File: config.mk
export PLATFORM = sky130hd
export DESIGN_NAME = eval_control
export DESIGN_NICKNAME = d
export VERILOG_FILES = /design/src/verilog/eval_pkg.sv /design/src/verilog/eval_control.sv
export SDC_FILE = /design/constraint.sdc
export NUM_CORES = 1
export LEC_CHECK = 0
export BUFFER_PORTS_ARGS = -buffer_cell sky130_fd_sc_hd__buf_2
export CELL_PAD_IN_SITES_DETAIL_PLACEMENT = 1
export CELL_PAD_IN_SITES_GLOBAL_PLACEMENT = 1
export CORE_AREA = 2 2 220 222
export CTS_CLUSTER_SIZE = 12
export DETAILED_ROUTE_END_ITERATION = 7
export DIE_AREA = 0 0 222 224
export PLACE_DENSITY = 0.56
export SLEW_MARGIN = 10
export SYNTH_ARGS = -nofsm -noshare
export SYNTH_HDL_FRONTEND = slang
export SYNTH_SLANG_ARGS = --single-unit
File: constraint.sdc
create_clock -name clk -period 38.8 [get_ports clk]
set_input_delay 1.94 -clock clk [delete_from_list [all_inputs] [get_ports clk]]
set_output_delay 1.94 -clock clk [all_outputs]
set_load 0.01 [all_outputs]
File: src/verilog/eval_pkg.sv
package eval_pkg;

   localparam int PIECE_BITS  = 4;
   localparam int NUM_SQUARES = 64;
   localparam int NUM_KINDS   = 6;
   localparam int EVAL_BITS   = 22;
   localparam int VALUE_BITS  = 15;

   typedef logic [PIECE_BITS-1:0]        piece_t;
   typedef logic [2:0]                   kind_t;
   typedef logic signed [VALUE_BITS-1:0] value_t;
   typedef logic signed [EVAL_BITS-1:0]  eval_t;

   // Bit 3 marks black, low three bits give the kind.
   localparam piece_t EMPTY_POSN = 4'd0;
   localparam piece_t WHITE_PAWN = 4'd1;
   localparam piece_t WHITE_KNIT = 4'd2;
   localparam piece_t WHITE_BISH = 4'd3;
   localparam piece_t WHITE_ROOK = 4'd4;
   localparam piece_t WHITE_QUEN = 4'd5;
   localparam piece_t WHITE_KING = 4'd6;
   localparam piece_t BLACK_PAWN = 4'd9;
   localparam piece_t BLACK_KNIT = 4'd10;
   localparam piece_t BLACK_BISH = 4'd11;
   localparam piece_t BLACK_ROOK = 4'd12;
   localparam piece_t BLACK_QUEN = 4'd13;
   localparam piece_t BLACK_KING = 4'd14;

   localparam value_t VALUE_PAWN = 15'sd100;
   localparam value_t VALUE_KNIT = 15'sd310;
   localparam value_t VALUE_BISH = 15'sd320;
   localparam value_t VALUE_ROOK = 15'sd500;
   localparam value_t VALUE_QUEN = 15'sd900;
   localparam value_t VALUE_KING = 15'sd10000;

   // Square y*8+x sits at bits (y*8+x)*4 upward.
   typedef piece_t [NUM_SQUARES-1:0] board_t;

   typedef value_t [NUM_SQUARES-1:0] square_scores_t;

   // Index 0 is the pawn, index 5 the king.
   typedef value_t [NUM_KINDS-1:0] piece_values_t;

   typedef struct packed
   {
      kind_t  kind;
      value_t value;
   } cfg_write_t;

   typedef enum logic [1:0]
   {
      EVAL_IDLE,
      EVAL_BUSY,
      EVAL_DONE
   } eval_state_t;

endpackage

File: src/verilog/eval_control.sv
`timescale 1ns/100ps

module eval_control
(
   input  logic             clk,
   input  logic             reset,
   input  logic             board_req,
   input  eval_pkg::board_t board,
   input  logic             clear_eval,
   input  eval_pkg::eval_t  total,
   input  logic             total_valid,
   output logic             board_ack,
   output eval_pkg::board_t board_q,
   output logic             score_en,
   output eval_pkg::eval_t  eval,
   output logic             eval_valid
);

   import eval_pkg::*;

   eval_state_t state;
   logic        capture;
   logic        result_load;

   // A waiting request is held off until the FSM is idle.
   assign capture     = board_req && !board_ack && (state == EVAL_IDLE);
   assign result_load = (state == EVAL_BUSY) && total_valid;

   always_ff @(posedge clk)
   begin
      if (reset)
      begin
         state      <= EVAL_IDLE;
         board_ack  <= 1'b0;
         score_en   <= 1'b0;
         eval_valid <= 1'b0;
      end
      else
      begin
         score_en <= capture;

         if (capture)
         begin
            board_ack <= 1'b1;
         end
         else if (!board_req)
         begin
            board_ack <= 1'b0;
         end

         case (state)
            EVAL_IDLE:
            begin
               if (capture)
               begin
                  state <= EVAL_BUSY;
               end
            end
            EVAL_BUSY:
            begin
               if (total_valid)
               begin
                  state      <= EVAL_DONE;
                  eval_valid <= 1'b1;
               end
            end
            EVAL_DONE:
            begin
               if (clear_eval)
               begin
                  state      <= EVAL_IDLE;
                  eval_valid <= 1'b0;
               end
            end
            default:
            begin
               state <= EVAL_IDLE;
            end
         endcase
      end
   end

   // Board and result registers.
   always_ff @(posedge clk)
   begin
      if (capture)
      begin
         board_q <= board;
      end
      if (result_load)
      begin
         eval <= total;
      end
   end

endmodule

==> flow_summary.json <==
{
  "cts.sinks": 283,
  "dpl.hpwl_mm": 22.6,
  "start_kind": "input port",
  "finalInstanceArea_um2": 13100,
  "multi_input_area_um2": 123,
  "routed_via_density": 3.58,
  "rrSetupSlack_ns": 34.80,
  "yosys_register_bits": 283,
  "timing.fmax_mhz": 200,
  "fin_tns_setup_ns": 0,
  "maxSlewHeadroom_pct": 30.1,
  "arrival_ns": 5.19,
  "cts_resized": 0,
  "cts_tree": "yes",
  "period_share_pct": 12.9,
  "drc": 0,
  "ir_drop_uv": 28.2,
  "core_um2": 47300,
  "hold_path_class": "reg2reg",
  "drtIter0Drc": 237,
  "clockBufferDepth": 3,
  "grt_max_degree": 77,
  "synth-seq-area-share_pct": 98.6,
  "wl_per_cell_um": 18.6,
  "cts_root_buf": "clkbuf_16",
  "grt_pass1_vias": 5986,
  "grt_usage_pct": 10.8,
  "die_area_um2": 49700,
  "fin_skew_ns": 0.00996,
  "cp-end-kind": "flip-flop",
  "area_delta_synth_final_pct": 53.2,
  "place.gp.congestion": 0.793,
  "grt.overflow.total": 0,
  "post-route-min-period_ns": 5.00,
  "n_fill_cell": 5170,
  "layout_commonest_cell": "buf_2",
  "die_w_um": 222,
  "ys_types": 16,
  "grt_pass1_wl_mm": 39.2,
  "post-route-worst-setup-slack_ns": 33.80,
  "drt_pass1_iterations": 4,
  "drive_gt1_share_pct": 66.0,
  "drv_slew": 0,
  "critPathKind": "in2reg",
  "rsz0062_at_grt": "false",
  "cts_setup_buffers": 0,
  "start_util_pct": 18.1,
  "ctsHoldBuffers": 0,
  "tightest_slew_ns": 1.05,
  "critPathMaxFanout": 70,
  "setup-violations-final": 0,
  "worstPathRequired_ns": 38.99,
  "power.density_nw_per_um2": 53.2,
  "synthCells": 298,
  "drv_cap": 0,
  "final_cell_mix": "563 x buf_2, 278 x edfxtp_1, 31 x clkbuf_16",
  "portBuffers": 563,
  "post-place-ws_ns": 33.12,
  "std_cell_rows": 80,
  "numCtsBuffers": 31,
  "antenna_left": 0,
  "h-tree-depth": 1,
  "wirelength_mm": 28.6,
  "synth_nets": 581,
  "antenna_found_initial": 15,
  "place_area_um2": 12200,
  "yosys_warnings": 0,
  "synth_area_um2": 8570,
  "status": "complete, no violations",
  "nets": 1181,
  "clock_latency_ns": 0.57,
  "p_leak_uw": 0.00540,
  "clkTransAtPathRegs_ns": 0.06,
  "avgSynthCellArea_um2": 28.8,
  "io_pins": 564,
  "post-route-util_pct": 27.7,
  "die_y_um": 224,
  "vias": 5522,
  "regArea_um2": 8450,
  "hold_violations": 0
}
==> flip-flops by register name (all words and copies together), names as in the netlist <==
| signal | flops |
|---|---|
| board_q | 256 |
| eval | 22 |
| state | 2 |
| board_ack | 1 |
| eval_valid | 1 |
| score_en | 1 |
==> cell type report <==
type / count / area share (%)
Antenna cell: 4 / 0.0763
Clock buffer: 43 / 6.25
Clock inverter: 15 / 0.772
Inverter: 1 / 0.0286
Multi-Input combinational cell: 14 / 0.934
Sequential cell: 283 / 64.4
Tap cell: 615 / 5.86
Timing Repair Buffer: 567 / 21.7
==> routing by layer <==
| metal | global-route usage [%] | part of all wire, % | vias to the layer above |
|---|---|---|---|
| met1 | 10.6 | 34 | 2613 |
| li1 | - | - | 2429 |
| met2 | 18.6 | 49 | 393 |
| met4 | 4.73 | 4.0 | 16 |
| met3 | 5.82 | 12 | 71 |
| met5 | 0 | 0.36 | - |
==> worst paths after layout <==
kind,from,endpoint,depth (start not counted)
worst max register to register,state[0],board_q[104],4
worst min-delay path,eval_valid,eval_valid,2
worst max-delay path,board_req,board_q[104],5
worst min register to register,eval_valid,eval_valid,2
==> cell usage after synthesis <==
cell       number  area, um2
inv_1           1       3.75
nor3b_1         1       7.51
o21bai_1        1       7.51
o21ba_2         1       10.0
dfxtp_1         5        100
or3b_1          1       8.76
nor2_1          1       3.75
a211oi_1        1       7.51
nor4b_1         1       8.76
a2111oi_2       1       15.0
and3b_1         2       17.5
and3b_2         1       10.0
nor2b_1         1       6.26
nand2b_1        1       6.26
or2b_1          1       7.51
edfxtp_1      278       8350
==> cell families after synthesis <==
| logic type | Yosys count | share of synthesized area [%] |
|---|---|---|
| AOI/OAI and AO/OA | 4 | 0.467 |
| DFF | 283 | 98.6 |
| and+or+nand+nor | 10 | 0.891 |
| buffers and inverters | 1 | 0.0438 |
==> worst max-delay path: stages <==
cell	delay, ns
buf_2	0.09
nor4b_2	0.83
buf_4	0.61
buf_4	0.79
buf_4	0.77
==> where the power goes <==
part	leakage [uW]	switching, uW	internal (uW)
combinational	0.00229	35.4	23.2
clock	0.000447	118	154
sequential	0.00267	5.93	362
==> metrics by stage <==
step / hold slack [ns] / std cells / total power [uW]
global route: 0.548 / 1541 / 724
CTS: 0.529 / 1538 / 710
global placement: 0.523 / 1480 / 433
floorplan: 0.469 / 298 / 413
finish: 0.514 / 1542 / 698
detailed placement: 0.520 / 1480 / 435
No activity file was read; power rests on OpenSTA's default activity.
