**config.mk**
```make
export PLATFORM = sky130hd
export DESIGN_NAME = piece_value_regs
export DESIGN_NICKNAME = d
export VERILOG_FILES = /design/src/verilog/eval_pkg.sv /design/src/verilog/piece_value_regs.sv
export SDC_FILE = /design/constraint.sdc
export NUM_CORES = 1
export LEC_CHECK = 0
export BUFFER_PORTS_ARGS = -buffer_cell sky130_fd_sc_hd__buf_2
export CORE_MARGIN = 5
export CORE_UTILIZATION = 35
export DETAILED_ROUTE_END_ITERATION = 6
export PLACE_DENSITY = 0.68
export SYNTH_ARGS = -nofsm -noshare
export SYNTH_HDL_FRONTEND = slang
export SYNTH_SLANG_ARGS = --single-unit
```
**constraint.sdc**
```tcl
create_clock -name clk -period 2.1 [get_ports clk]
set_input_delay 0.21 -clock clk [delete_from_list [all_inputs] [get_ports clk]]
set_output_delay 0.21 -clock clk [all_outputs]
set_load 0.005 [all_outputs]
```
**src/verilog/eval_pkg.sv**
```systemverilog
package eval_pkg;

   localparam int PIECE_BITS  = 4;
   localparam int NUM_SQUARES = 64;
   localparam int NUM_KINDS   = 6;
   localparam int EVAL_BITS   = 22;
   localparam int VALUE_BITS  = 15;

   typedef logic [PIECE_BITS-1:0]        piece_t;
   typedef logic [2:0]                   kind_t;
   typedef logic signed [VALUE_BITS-1:0] value_t;
   typedef logic signed [EVAL_BITS-1:0]  eval_t;

   // Bit 3 marks black, low three bits give the kind.
   localparam piece_t EMPTY_POSN = 4'd0;
   localparam piece_t WHITE_PAWN = 4'd1;
   localparam piece_t WHITE_KNIT = 4'd2;
   localparam piece_t WHITE_BISH = 4'd3;
   localparam piece_t WHITE_ROOK = 4'd4;
   localparam piece_t WHITE_QUEN = 4'd5;
   localparam piece_t WHITE_KING = 4'd6;
   localparam piece_t BLACK_PAWN = 4'd9;
   localparam piece_t BLACK_KNIT = 4'd10;
   localparam piece_t BLACK_BISH = 4'd11;
   localparam piece_t BLACK_ROOK = 4'd12;
   localparam piece_t BLACK_QUEN = 4'd13;
   localparam piece_t BLACK_KING = 4'd14;

   localparam value_t VALUE_PAWN = 15'sd100;
   localparam value_t VALUE_KNIT = 15'sd310;
   localparam value_t VALUE_BISH = 15'sd320;
   localparam value_t VALUE_ROOK = 15'sd500;
   localparam value_t VALUE_QUEN = 15'sd900;
   localparam value_t VALUE_KING = 15'sd10000;

   // Square y*8+x sits at bits (y*8+x)*4 upward.
   typedef piece_t [NUM_SQUARES-1:0] board_t;

   typedef value_t [NUM_SQUARES-1:0] square_scores_t;

   // Index 0 is the pawn, index 5 the king.
   typedef value_t [NUM_KINDS-1:0] piece_values_t;

   typedef struct packed
   {
      kind_t  kind;
      value_t value;
   } cfg_write_t;

   typedef enum logic [1:0]
   {
      EVAL_IDLE,
      EVAL_BUSY,
      EVAL_DONE
   } eval_state_t;

endpackage

```
**src/verilog/piece_value_regs.sv**
```systemverilog
`timescale 1ns/100ps

module piece_value_regs
(
   input  logic                    clk,
   input  logic                    reset,
   input  logic                    cfg_req,
   input  eval_pkg::cfg_write_t    cfg,
   output logic                    cfg_ack,
   output eval_pkg::piece_values_t piece_values
);

   import eval_pkg::*;

   piece_values_t values;

   assign piece_values = values;

   // Four-phase write. Kinds 0 and 7 are acked and ignored.
   always_ff @(posedge clk)
   begin
      if (reset)
      begin
         cfg_ack   <= 1'b0;
         values[0] <= VALUE_PAWN;
         values[1] <= VALUE_KNIT;
         values[2] <= VALUE_BISH;
         values[3] <= VALUE_ROOK;
         values[4] <= VALUE_QUEN;
         values[5] <= VALUE_KING;
      end
      else
      begin
         if (cfg_req && !cfg_ack)
         begin
            cfg_ack <= 1'b1;
            for (int k = 0; k < NUM_KINDS; k++)
            begin
               if (cfg.kind == kind_t'(k + 1))
               begin
                  values[k] <= cfg.value;
               end
            end
         end
         else if (!cfg_req)
         begin
            cfg_ack <= 1'b0;
         end
      end
   end

endmodule

```
==> flow_metrics.py <==
metrics = {
    "floorplanning": {
        "ios": 112,
        "dieArea_um2": 12400,
        "die_y_um": 111,
        "initial_core_util_pct": 35.4,
        "core_um2": 10100,
        "rows": 37,
        "die_w_um": 111,
    },
    "synthesis": {
        "ys_ff_latch": 91,
        "yosysTopAreaCellShare_pct": 50.8,
        "synthDistinctLibCells": 18,
        "yosysSeqAreaShare_pct": 50.8,
        "mappedNetlistArea_um2": 3590,
        "postSynthAreaPerCell_um2": 10.8,
        "ys_warn_count": 0,
        "synth_area_leaders": "dfxtp_1 (51%), mux2i_1 (25%), nand2b_1 (14%), nor2_1 (3.7%), clkbuf_1 (1.4%)",
        "synth_cells": 332,
        "syn_nets": 353,
        "yosysTopAreaCell": "dfxtp_1",
    },
    "power": {
        "powerDensity_nw_per_um2": 681,
        "p_total_mw": 3.05,
        "peakVddDrop_mv": 0.301,
        "p_leak_nw": 2.28,
    },
    "route": {
        "via_count": 2577,
        "drc": 0,
        "drtIter0Drc": 66,
        "drtPass1Iterations": 4,
        "drt-total-wl_um": 8710,
        "wl_per_cell_um": 15.1,
        "viasPerCell": 4.46,
        "final_antenna_net_count": 0,
    },
    "hold_path": {
        "min_from": "cfg[10]",
        "min_path_cells": 3,
        "min_to": "piece_values[85]$_SDFFE_PP1P_",
        "hp-class": "in2reg",
    },
    "layout": {
        "multi_input_area_um2": 1670,
        "regArea_um2": 1820,
        "num-fill-cells": 1006,
        "final_cell_mix": "buf_2 (111), dfxtp_1 (91), mux2i_1 (90), nand2b_1 (80), nor2_1 (35)",
        "layout_commonest_cell": "buf_2",
        "fin_cells": 578,
        "area_growth_pct": 24.8,
        "drive_gt1_share_pct": 31.4,
        "final_net_count": 460,
        "n_antenna_cell": 0,
    },
    "clocking": {
        "clkTransAtPathRegs_ns": 0.09,
        "cts_buffers": 9,
        "cts_resized": 0,
        "clock_latency_ns": 0.34,
        "postCtsHoldBufs": 0,
        "cts.sinks": 91,
        "post_cts.repair.setup_buffers": 0,
        "clk_path_buf_depth": 2,
        "h-tree-depth": 3,
        "cts_tree": "built",
        "clockRootBuffer": "clkbuf_8",
    },
    "critical_path": {
        "slowest_stage": "or3b_1",
        "worstPathRequired_ns": 2.29,
        "critPathBufInv": 0,
        "cp-end-kind": "register",
        "reg2regPathDepth": 3,
        "slowest_delay_ns": 0.74,
        "crit_type": "reg2reg",
        "worstSetupStartpointType": "register",
        "r2r_slack_ns": 0.45,
        "worstReg2RegEnd": "piece_values[79]$_SDFFE_PP1P_",
        "path_cells": "nand3b_4 > or3b_1 > mux2i_1",
        "cpLargestDelayFamily": "simple AND/OR/NAND/NOR gates",
        "crit_arrival_ns": 1.84,
        "rr_startpoint": "cfg_ack$_SDFFE_PP0P_",
        "critPathMaxFanout": 13,
    },
    "placement": {
        "gp_congestion": 0.722,
        "hpwlAfterDp_um": 6350,
        "io_buffer_count": 111,
        "dpl.cell_count": 564,
    },
    "global_route": {
        "grt_pass1_wl_um": 14100,
        "gr-total-overflow": 0,
        "grt_max_degree": 42,
        "gr-usage-all-layers_pct": 14.2,
        "antenna_found_initial": 0,
        "grt_pass1_vias": 2638,
    },
    "run": {
        "cap_violations": 0,
    },
    "sta": {
        "worst_slew_pin_slew_ns": 0.804,
        "period_share_pct": 78.4,
        "holdWs_ns": 0.146,
        "finalCriticalPeriod_ns": 1.65,
        "setup_tns_ns": 0,
        "setup_viol": 0,
        "fin_skew_ns": 0.00687,
        "relSlewSlack_pct": 46.4,
        "hold_viol": 0,
        "rsz0062_at_grt": "false",
        "slew_viol_final": 0,
        "max_freq_ghz": 0.607,
    },
    "run_status": {
        "status": "finished clean",
    },
}
-- per-layer routing --
metal	GRT usage, %	part of all wire [%]	wire length [um]
met1	17.6	45	3950
met2	23.4	47	4080
met3	5.35	6.5	570
met4	3.49	1.2	103
met5	0	0	0
-- registers in the layout, indices dropped and copies added, names as in the netlist --
signal        count
piece_values     90
cfg_ack           1
-- tightest hold or removal path, cell delays in order --
cell and delay, ns:
buf_2 0.09, nor2_1 0.04, mux2i_1 0.11
-- cells in the mapped netlist --
| library cell | n |
|---|---|
| buf_2 | 9 |
| mux2i_1 | 90 |
| nand3b_1 | 2 |
| nor2_1 | 35 |
| and3b_1 | 1 |
| or3_1 | 1 |
| nor3b_1 | 1 |
| or3b_1 | 1 |
| nor2b_1 | 1 |
| buf_6 | 1 |
| nand3b_4 | 1 |
| nand2b_1 | 80 |
| nor3_2 | 1 |
| clkbuf_1 | 13 |
| nor3b_2 | 2 |
| or3b_2 | 1 |
| nand3_2 | 1 |
| dfxtp_1 | 91 |
-- logic make-up (layout without fill, tap and decap cells) --
family,after synthesis,count (layout),synth area share [%]
flops,91,91,50.8
simple gates,128,128,21.1
buf+inv,23,133,2.93
mux,90,90,25.1
-- report_power, final --
group	leakage, nW	internal [mW]	switching, mW	total (mW)
Combinational	1.45	0.112	0.123	0.236
Clock	0.0908	0.477	0.562	1.04
Sequential	0.737	1.76	0.0172	1.77
-- worst max path at each step --
stage	from	to	slack, ns	cells past startpoint
4_1_cts	cfg_ack$_SDFFE_PP0P_	piece_values[79]$_SDFFE_PP1P_	0.44	3
6_report	cfg_ack$_SDFFE_PP0P_	piece_values[79]$_SDFFE_PP1P_	0.45	3
5_1_grt	cfg_ack$_SDFFE_PP0P_	piece_values[87]$_SDFFE_PP0P_	0.36	3
3_3_place_gp	cfg_ack$_SDFFE_PP0P_	piece_values[86]$_SDFFE_PP0P_	0.50	3
3_5_place_dp	cfg_ack$_SDFFE_PP0P_	piece_values[79]$_SDFFE_PP1P_	0.45	3
2_1_floorplan	cfg_ack$_SDFFE_PP0P_	piece_values[83]$_SDFFE_PP1P_	0.70	5
-- layout make-up --
type	instances	share of cell area, %
Multi-Input combinational cell	218	37.2
Tap cell	136	3.80
Timing Repair Buffer	119	14.6
Clock buffer	11	3.38
Sequential cell	91	40.7
Clock inverter	3	0.335
-- per-stage QoR --
step                area [um^2]  util, %  setup slack (ns)
global placement           4310     42.5             0.496
global route               4480     44.2             0.362
CTS                        4480     44.2             0.437
floorplan                  3590        -             0.704
finish                     4480     44.2             0.454
detailed placement         4310     42.5             0.449
(Power assumes the default switching activity.)
