**config.mk**
```make
export PLATFORM = sky130hd
export DESIGN_NAME = score_adder_tree
export DESIGN_NICKNAME = d
export VERILOG_FILES = /design/src/verilog/eval_pkg.sv /design/src/verilog/score_adder_tree.sv
export SDC_FILE = /design/constraint.sdc
export NUM_CORES = 2
export LEC_CHECK = 0
export BUFFER_PORTS_ARGS = -buffer_cell sky130_fd_sc_hd__buf_2
export CAP_MARGIN = 5
export CORE_AREA = 3 3 383 385
export CTS_CLUSTER_DIAMETER = 100
export CTS_CLUSTER_SIZE = 20
export DETAILED_ROUTE_END_ITERATION = 10
export DIE_AREA = 0 0 386 388
export PLACE_DENSITY = 0.53
export SYNTH_ARGS = -nofsm -noshare
export SYNTH_HDL_FRONTEND = slang
export SYNTH_SLANG_ARGS = --single-unit
```
**constraint.sdc**
```tcl
create_clock -name clk -period 5.89 [get_ports clk]
set_clock_uncertainty 0.05 [all_clocks]
set_input_delay 1.767 -clock clk [delete_from_list [all_inputs] [get_ports clk]]
set_output_delay 1.767 -clock clk [all_outputs]
set_load 0.005 [all_outputs]
```
**src/verilog/eval_pkg.sv**
```systemverilog
package eval_pkg;

   localparam int PIECE_BITS  = 4;
   localparam int NUM_SQUARES = 64;
   localparam int NUM_KINDS   = 6;
   localparam int EVAL_BITS   = 22;
   localparam int VALUE_BITS  = 15;

   typedef logic [PIECE_BITS-1:0]        piece_t;
   typedef logic [2:0]                   kind_t;
   typedef logic signed [VALUE_BITS-1:0] value_t;
   typedef logic signed [EVAL_BITS-1:0]  eval_t;

   // Bit 3 marks black, low three bits give the kind.
   localparam piece_t EMPTY_POSN = 4'd0;
   localparam piece_t WHITE_PAWN = 4'd1;
   localparam piece_t WHITE_KNIT = 4'd2;
   localparam piece_t WHITE_BISH = 4'd3;
   localparam piece_t WHITE_ROOK = 4'd4;
   localparam piece_t WHITE_QUEN = 4'd5;
   localparam piece_t WHITE_KING = 4'd6;
   localparam piece_t BLACK_PAWN = 4'd9;
   localparam piece_t BLACK_KNIT = 4'd10;
   localparam piece_t BLACK_BISH = 4'd11;
   localparam piece_t BLACK_ROOK = 4'd12;
   localparam piece_t BLACK_QUEN = 4'd13;
   localparam piece_t BLACK_KING = 4'd14;

   localparam value_t VALUE_PAWN = 15'sd100;
   localparam value_t VALUE_KNIT = 15'sd310;
   localparam value_t VALUE_BISH = 15'sd320;
   localparam value_t VALUE_ROOK = 15'sd500;
   localparam value_t VALUE_QUEN = 15'sd900;
   localparam value_t VALUE_KING = 15'sd10000;

   // Square y*8+x sits at bits (y*8+x)*4 upward.
   typedef piece_t [NUM_SQUARES-1:0] board_t;

   typedef value_t [NUM_SQUARES-1:0] square_scores_t;

   // Index 0 is the pawn, index 5 the king.
   typedef value_t [NUM_KINDS-1:0] piece_values_t;

   typedef struct packed
   {
      kind_t  kind;
      value_t value;
   } cfg_write_t;

   typedef enum logic [1:0]
   {
      EVAL_IDLE,
      EVAL_BUSY,
      EVAL_DONE
   } eval_state_t;

endpackage

```
**src/verilog/score_adder_tree.sv**
```systemverilog
`timescale 1ns/100ps

module score_adder_tree
(
   input  logic                     clk,
   input  logic                     reset,
   input  eval_pkg::square_scores_t scores,
   input  logic                     scores_valid,
   output eval_pkg::eval_t          total,
   output logic                     total_valid
);

   import eval_pkg::*;

   localparam int NUM_PARTIALS = NUM_SQUARES / 4;
   localparam int NUM_QUARTERS = NUM_PARTIALS / 4;

   eval_t partial_sum [NUM_PARTIALS];
   eval_t quarter_sum [NUM_QUARTERS];
   logic  partial_valid;

   // Sign extension of a square score to total width.
   function automatic eval_t widen(input value_t v);
      return {{(EVAL_BITS - VALUE_BITS){v[VALUE_BITS-1]}}, v};
   endfunction

   always_ff @(posedge clk)
   begin
      if (reset)
      begin
         partial_valid <= 1'b0;
         total_valid   <= 1'b0;
      end
      else
      begin
         partial_valid <= scores_valid;
         total_valid   <= partial_valid;
      end
   end

   // Groups of four squares, then groups of four partials.
   always_ff @(posedge clk)
   begin
      for (int g = 0; g < NUM_PARTIALS; g++)
      begin
         partial_sum[g] <= widen(scores[4*g])     + widen(scores[4*g + 1])
                         + widen(scores[4*g + 2]) + widen(scores[4*g + 3]);
      end
      for (int q = 0; q < NUM_QUARTERS; q++)
      begin
         quarter_sum[q] <= partial_sum[4*q]     + partial_sum[4*q + 1]
                         + partial_sum[4*q + 2] + partial_sum[4*q + 3];
      end
   end

   // Final add is registered in eval_control.
   assign total = quarter_sum[0] + quarter_sum[1] + quarter_sum[2] + quarter_sum[3];

endmodule

```
==> run metrics <==
die span in y 388 um; fin crit share 0.992; initial antenna violation count 21; Synth top area share 0.319; Hold Crit Endpoint total_valid; clk sinks 378; final hold viol count 0; Hold/Removal Path Class register to register; Post-synth EDFFs 0; slew at the pin closest to its max-slew limit 0.693 ns; clock input transition at the sequential cells of the worst setup and hold paths 0.09 ns; CTS Buffer Depth 3; Seq/Total Area, Yosys 0.176; r2r endpoint quarter_sum[0][19]; via count 33.5k; CP peak stage delay 0.50 ns; Worst Setup Start Kind register; critical setup path kind register to output port; minimum clock period 5.84 ns; Iteration-0 DRC Markers 1393; worst-path fanout max 4; Nets 7845; Area Overhead vs Synth 19.5%; top-count cell post-synth inv_1; number of remaining DRC errors 0; setup TNS 0 ns; prevailing post-synth register cell dfxtp_1; RR Startpoint partial_sum[0][1]; syn nets 6839; Routed WL 133000 um; Clock Latency Late Sink 0.61 ns; Req. time, crit path 4.07 ns; Worst R2R Setup Slack 1.63 ns; vias in the first global route 35.4k; asr flop ratio synth 0; total gr overflow 0; Final setup viols 0; DR vias/cell 4.33; Core Box Area 143000 sq um; Slowest cell on crit path fa_1; Clock Tree Root clkbuf_16; fillers 15.1k; worst reg-to-reg path cell count 13; Starting Density 0.300; Min-Delay Path Depth 1; Cells after Synth 4817; Placer Congestion 0.917; largest area contributor in the synthesized netlist fa_1; row count 139; Slew Viols, Final 0; top cells by area, synth fa_1, dfxtp_1, inv_1, ha_1, xnor2_1; RSZ-0062 raised after global routing true; Tot GR Track Use 0.175; hold buffers post-CTS 0; Ys Warns 0; #FFs+latches synth 378; die width 386 um; Port Buffers 985; dpl hpwl 123000 um; layout cells sized above 1 0.186; crit-path cells inv_2 > fa_1 > fa_1 > inv_2 > ha_4 > o211ai_1 > o211ai_1 > a221o_1 > nand3b_1 > a31oi_4 > o21ai_2 > xor2_1 > buf_4; min-delay src partial_valid; Routed Antenna Nets 0; IO Pins 986; largest net degree at the start of global routing 21; synthesized area per cell 8.93 sq um; global-route wire length before repair 199000 um; status completed; maxcap violations 0; Die Area 150000 sq um; # H-tree levels 1; CTS tree done; Rel. slew slack 0.530; Arr. time, crit path 4.02 ns; Commonest cells post-synth inv_1, fa_1, dfxtp_1; CP endpoint kind output port; DR WL/cell 17.2 um; Cell variety after synth 73; Cell Area, Synth 43000 sq um; CTS Buf Count 27; TritonRoute pass-1 iters 6; Peak Freq 171 MHz
[cells by family (layout without fill, tap and decap cells)]
logic type | Yosys count | after routing | synth area share
multiplexers | 11 | 11 | 0.00259
adder cells (fa/ha/maj) | 1059 | 1059 | 0.428
AND/OR/NAND/NOR | 553 | 553 | 0.0659
other | 0 | 7 | 0
AO/OA/AOI/OAI | 789 | 789 | 0.119
flip-flops | 378 | 378 | 0.176
buffers and inverters | 1749 | 2765 | 0.153
XOR/XNOR | 278 | 278 | 0.0566
[through the flow]
| step | utilization | setup WS (ns) | hold WS (ns) | area [sq um] | std cells |
|---|---|---|---|---|---|
| 2_1_floorplan | - | 0.910 | 0.364 | 43000 | 4817 |
| 3_3_place_gp | 0.350 | 0.238 | 0.370 | 50300 | 7691 |
| 3_5_place_dp | 0.350 | 0.278 | 0.378 | 50300 | 7691 |
| 4_1_cts | 0.357 | -0.0109 | 0.407 | 51300 | 7733 |
| 5_1_grt | 0.358 | -0.134 | 0.412 | 51400 | 7740 |
| 6_report | 0.358 | 0.0498 | 0.405 | 51400 | 7743 |
[worst max-delay path by stage]
stage	startpoint	endpoint	slack [ns]	cells after the start
6_report	quarter_sum[3][3]	total[20]	0.05	13
5_1_grt	quarter_sum[3][3]	total[20]	-0.13	13
2_1_floorplan	scores[661]	partial_sum[2][81]	0.91	11
4_1_cts	quarter_sum[3][2]	total[20]	-0.01	13
3_5_place_dp	quarter_sum[3][2]	total[20]	0.28	13
3_3_place_gp	quarter_sum[3][2]	total[20]	0.24	13
[worst max-delay path, delay by kind of cell, from the launching register on]
kind | cells | cell delay, ns
XOR/XNOR | 1 | 0.17
AND/OR/NAND/NOR | 1 | 0.23
flip-flops | 1 | 0.33
adder cells (fa/ha/maj) | 3 | 1.19
AO/OA/AOI/OAI | 5 | 1.24
buffers and inverters | 3 | 0.26
[sequential cells by signal, summed over array words and instances (netlist names)]
signal / flops
partial_sum: 288
quarter_sum: 88
partial_valid: 1
total_valid: 1
[area by class of cell]
class / instances / area, sq um / area share
repair buffers: 995 / 5020 / 0.0977
inverters: 1731 / 6500 / 0.126
clock buffers: 28 / 689 / 0.0134
well taps: 1903 / 2380 / 0.0463
flip-flops and latches: 378 / 7570 / 0.147
clock inverters: 11 / 130 / 0.00253
multi-input cells: 2690 / 29100 / 0.566
diodes: 7 / 17.5 / 0.000341
[metal layers]
layer | wire, um | part of all wire | up-vias | global-route usage
li1 | - | - | 16500 | -
met1 | 57900 | 0.44 | 16200 | 0.230
met2 | 67700 | 0.51 | 717 | 0.316
met3 | 5760 | 0.043 | 68 | 0.0181
met4 | 1680 | 0.013 | 4 | 0.0233
met5 | 21 | 0.00016 | - | 0
[repair_timing]
action / CTS / global route
setup buffers: 3 / 3
endpoints found under the setup margin: 8 / 8
cloned: 0 / 0
pin swaps: 8 / 12
gates resized for setup: 23 / 18
[placed cells by master (no fill, tap or decap), types with 12 or more instances in the layout]
cell and instances:
xnor2_1 181, a21o_1 118, o21a_1 55, buf_2 982, nand2b_1 40, nor3_1 44, a31oi_1 31, o211ai_1 17
ha_1 365, o21ai_0 121, dfxtp_1 376, nand2_1 102, o21bai_1 35, and2_1 13, a21oi_1 238, nor2b_1 46
a211oi_1 32, or3_1 15, nand4_1 23, nor2_1 132, fa_1 684, clkbuf_16 27, and3_1 33, nand3_1 52
a211o_1 12, inv_1 1727, xor2_1 92
Power is left out: the tool's default activity adds up to more than one toggle a clock period on the data nets, which glitch-free logic cannot reach.
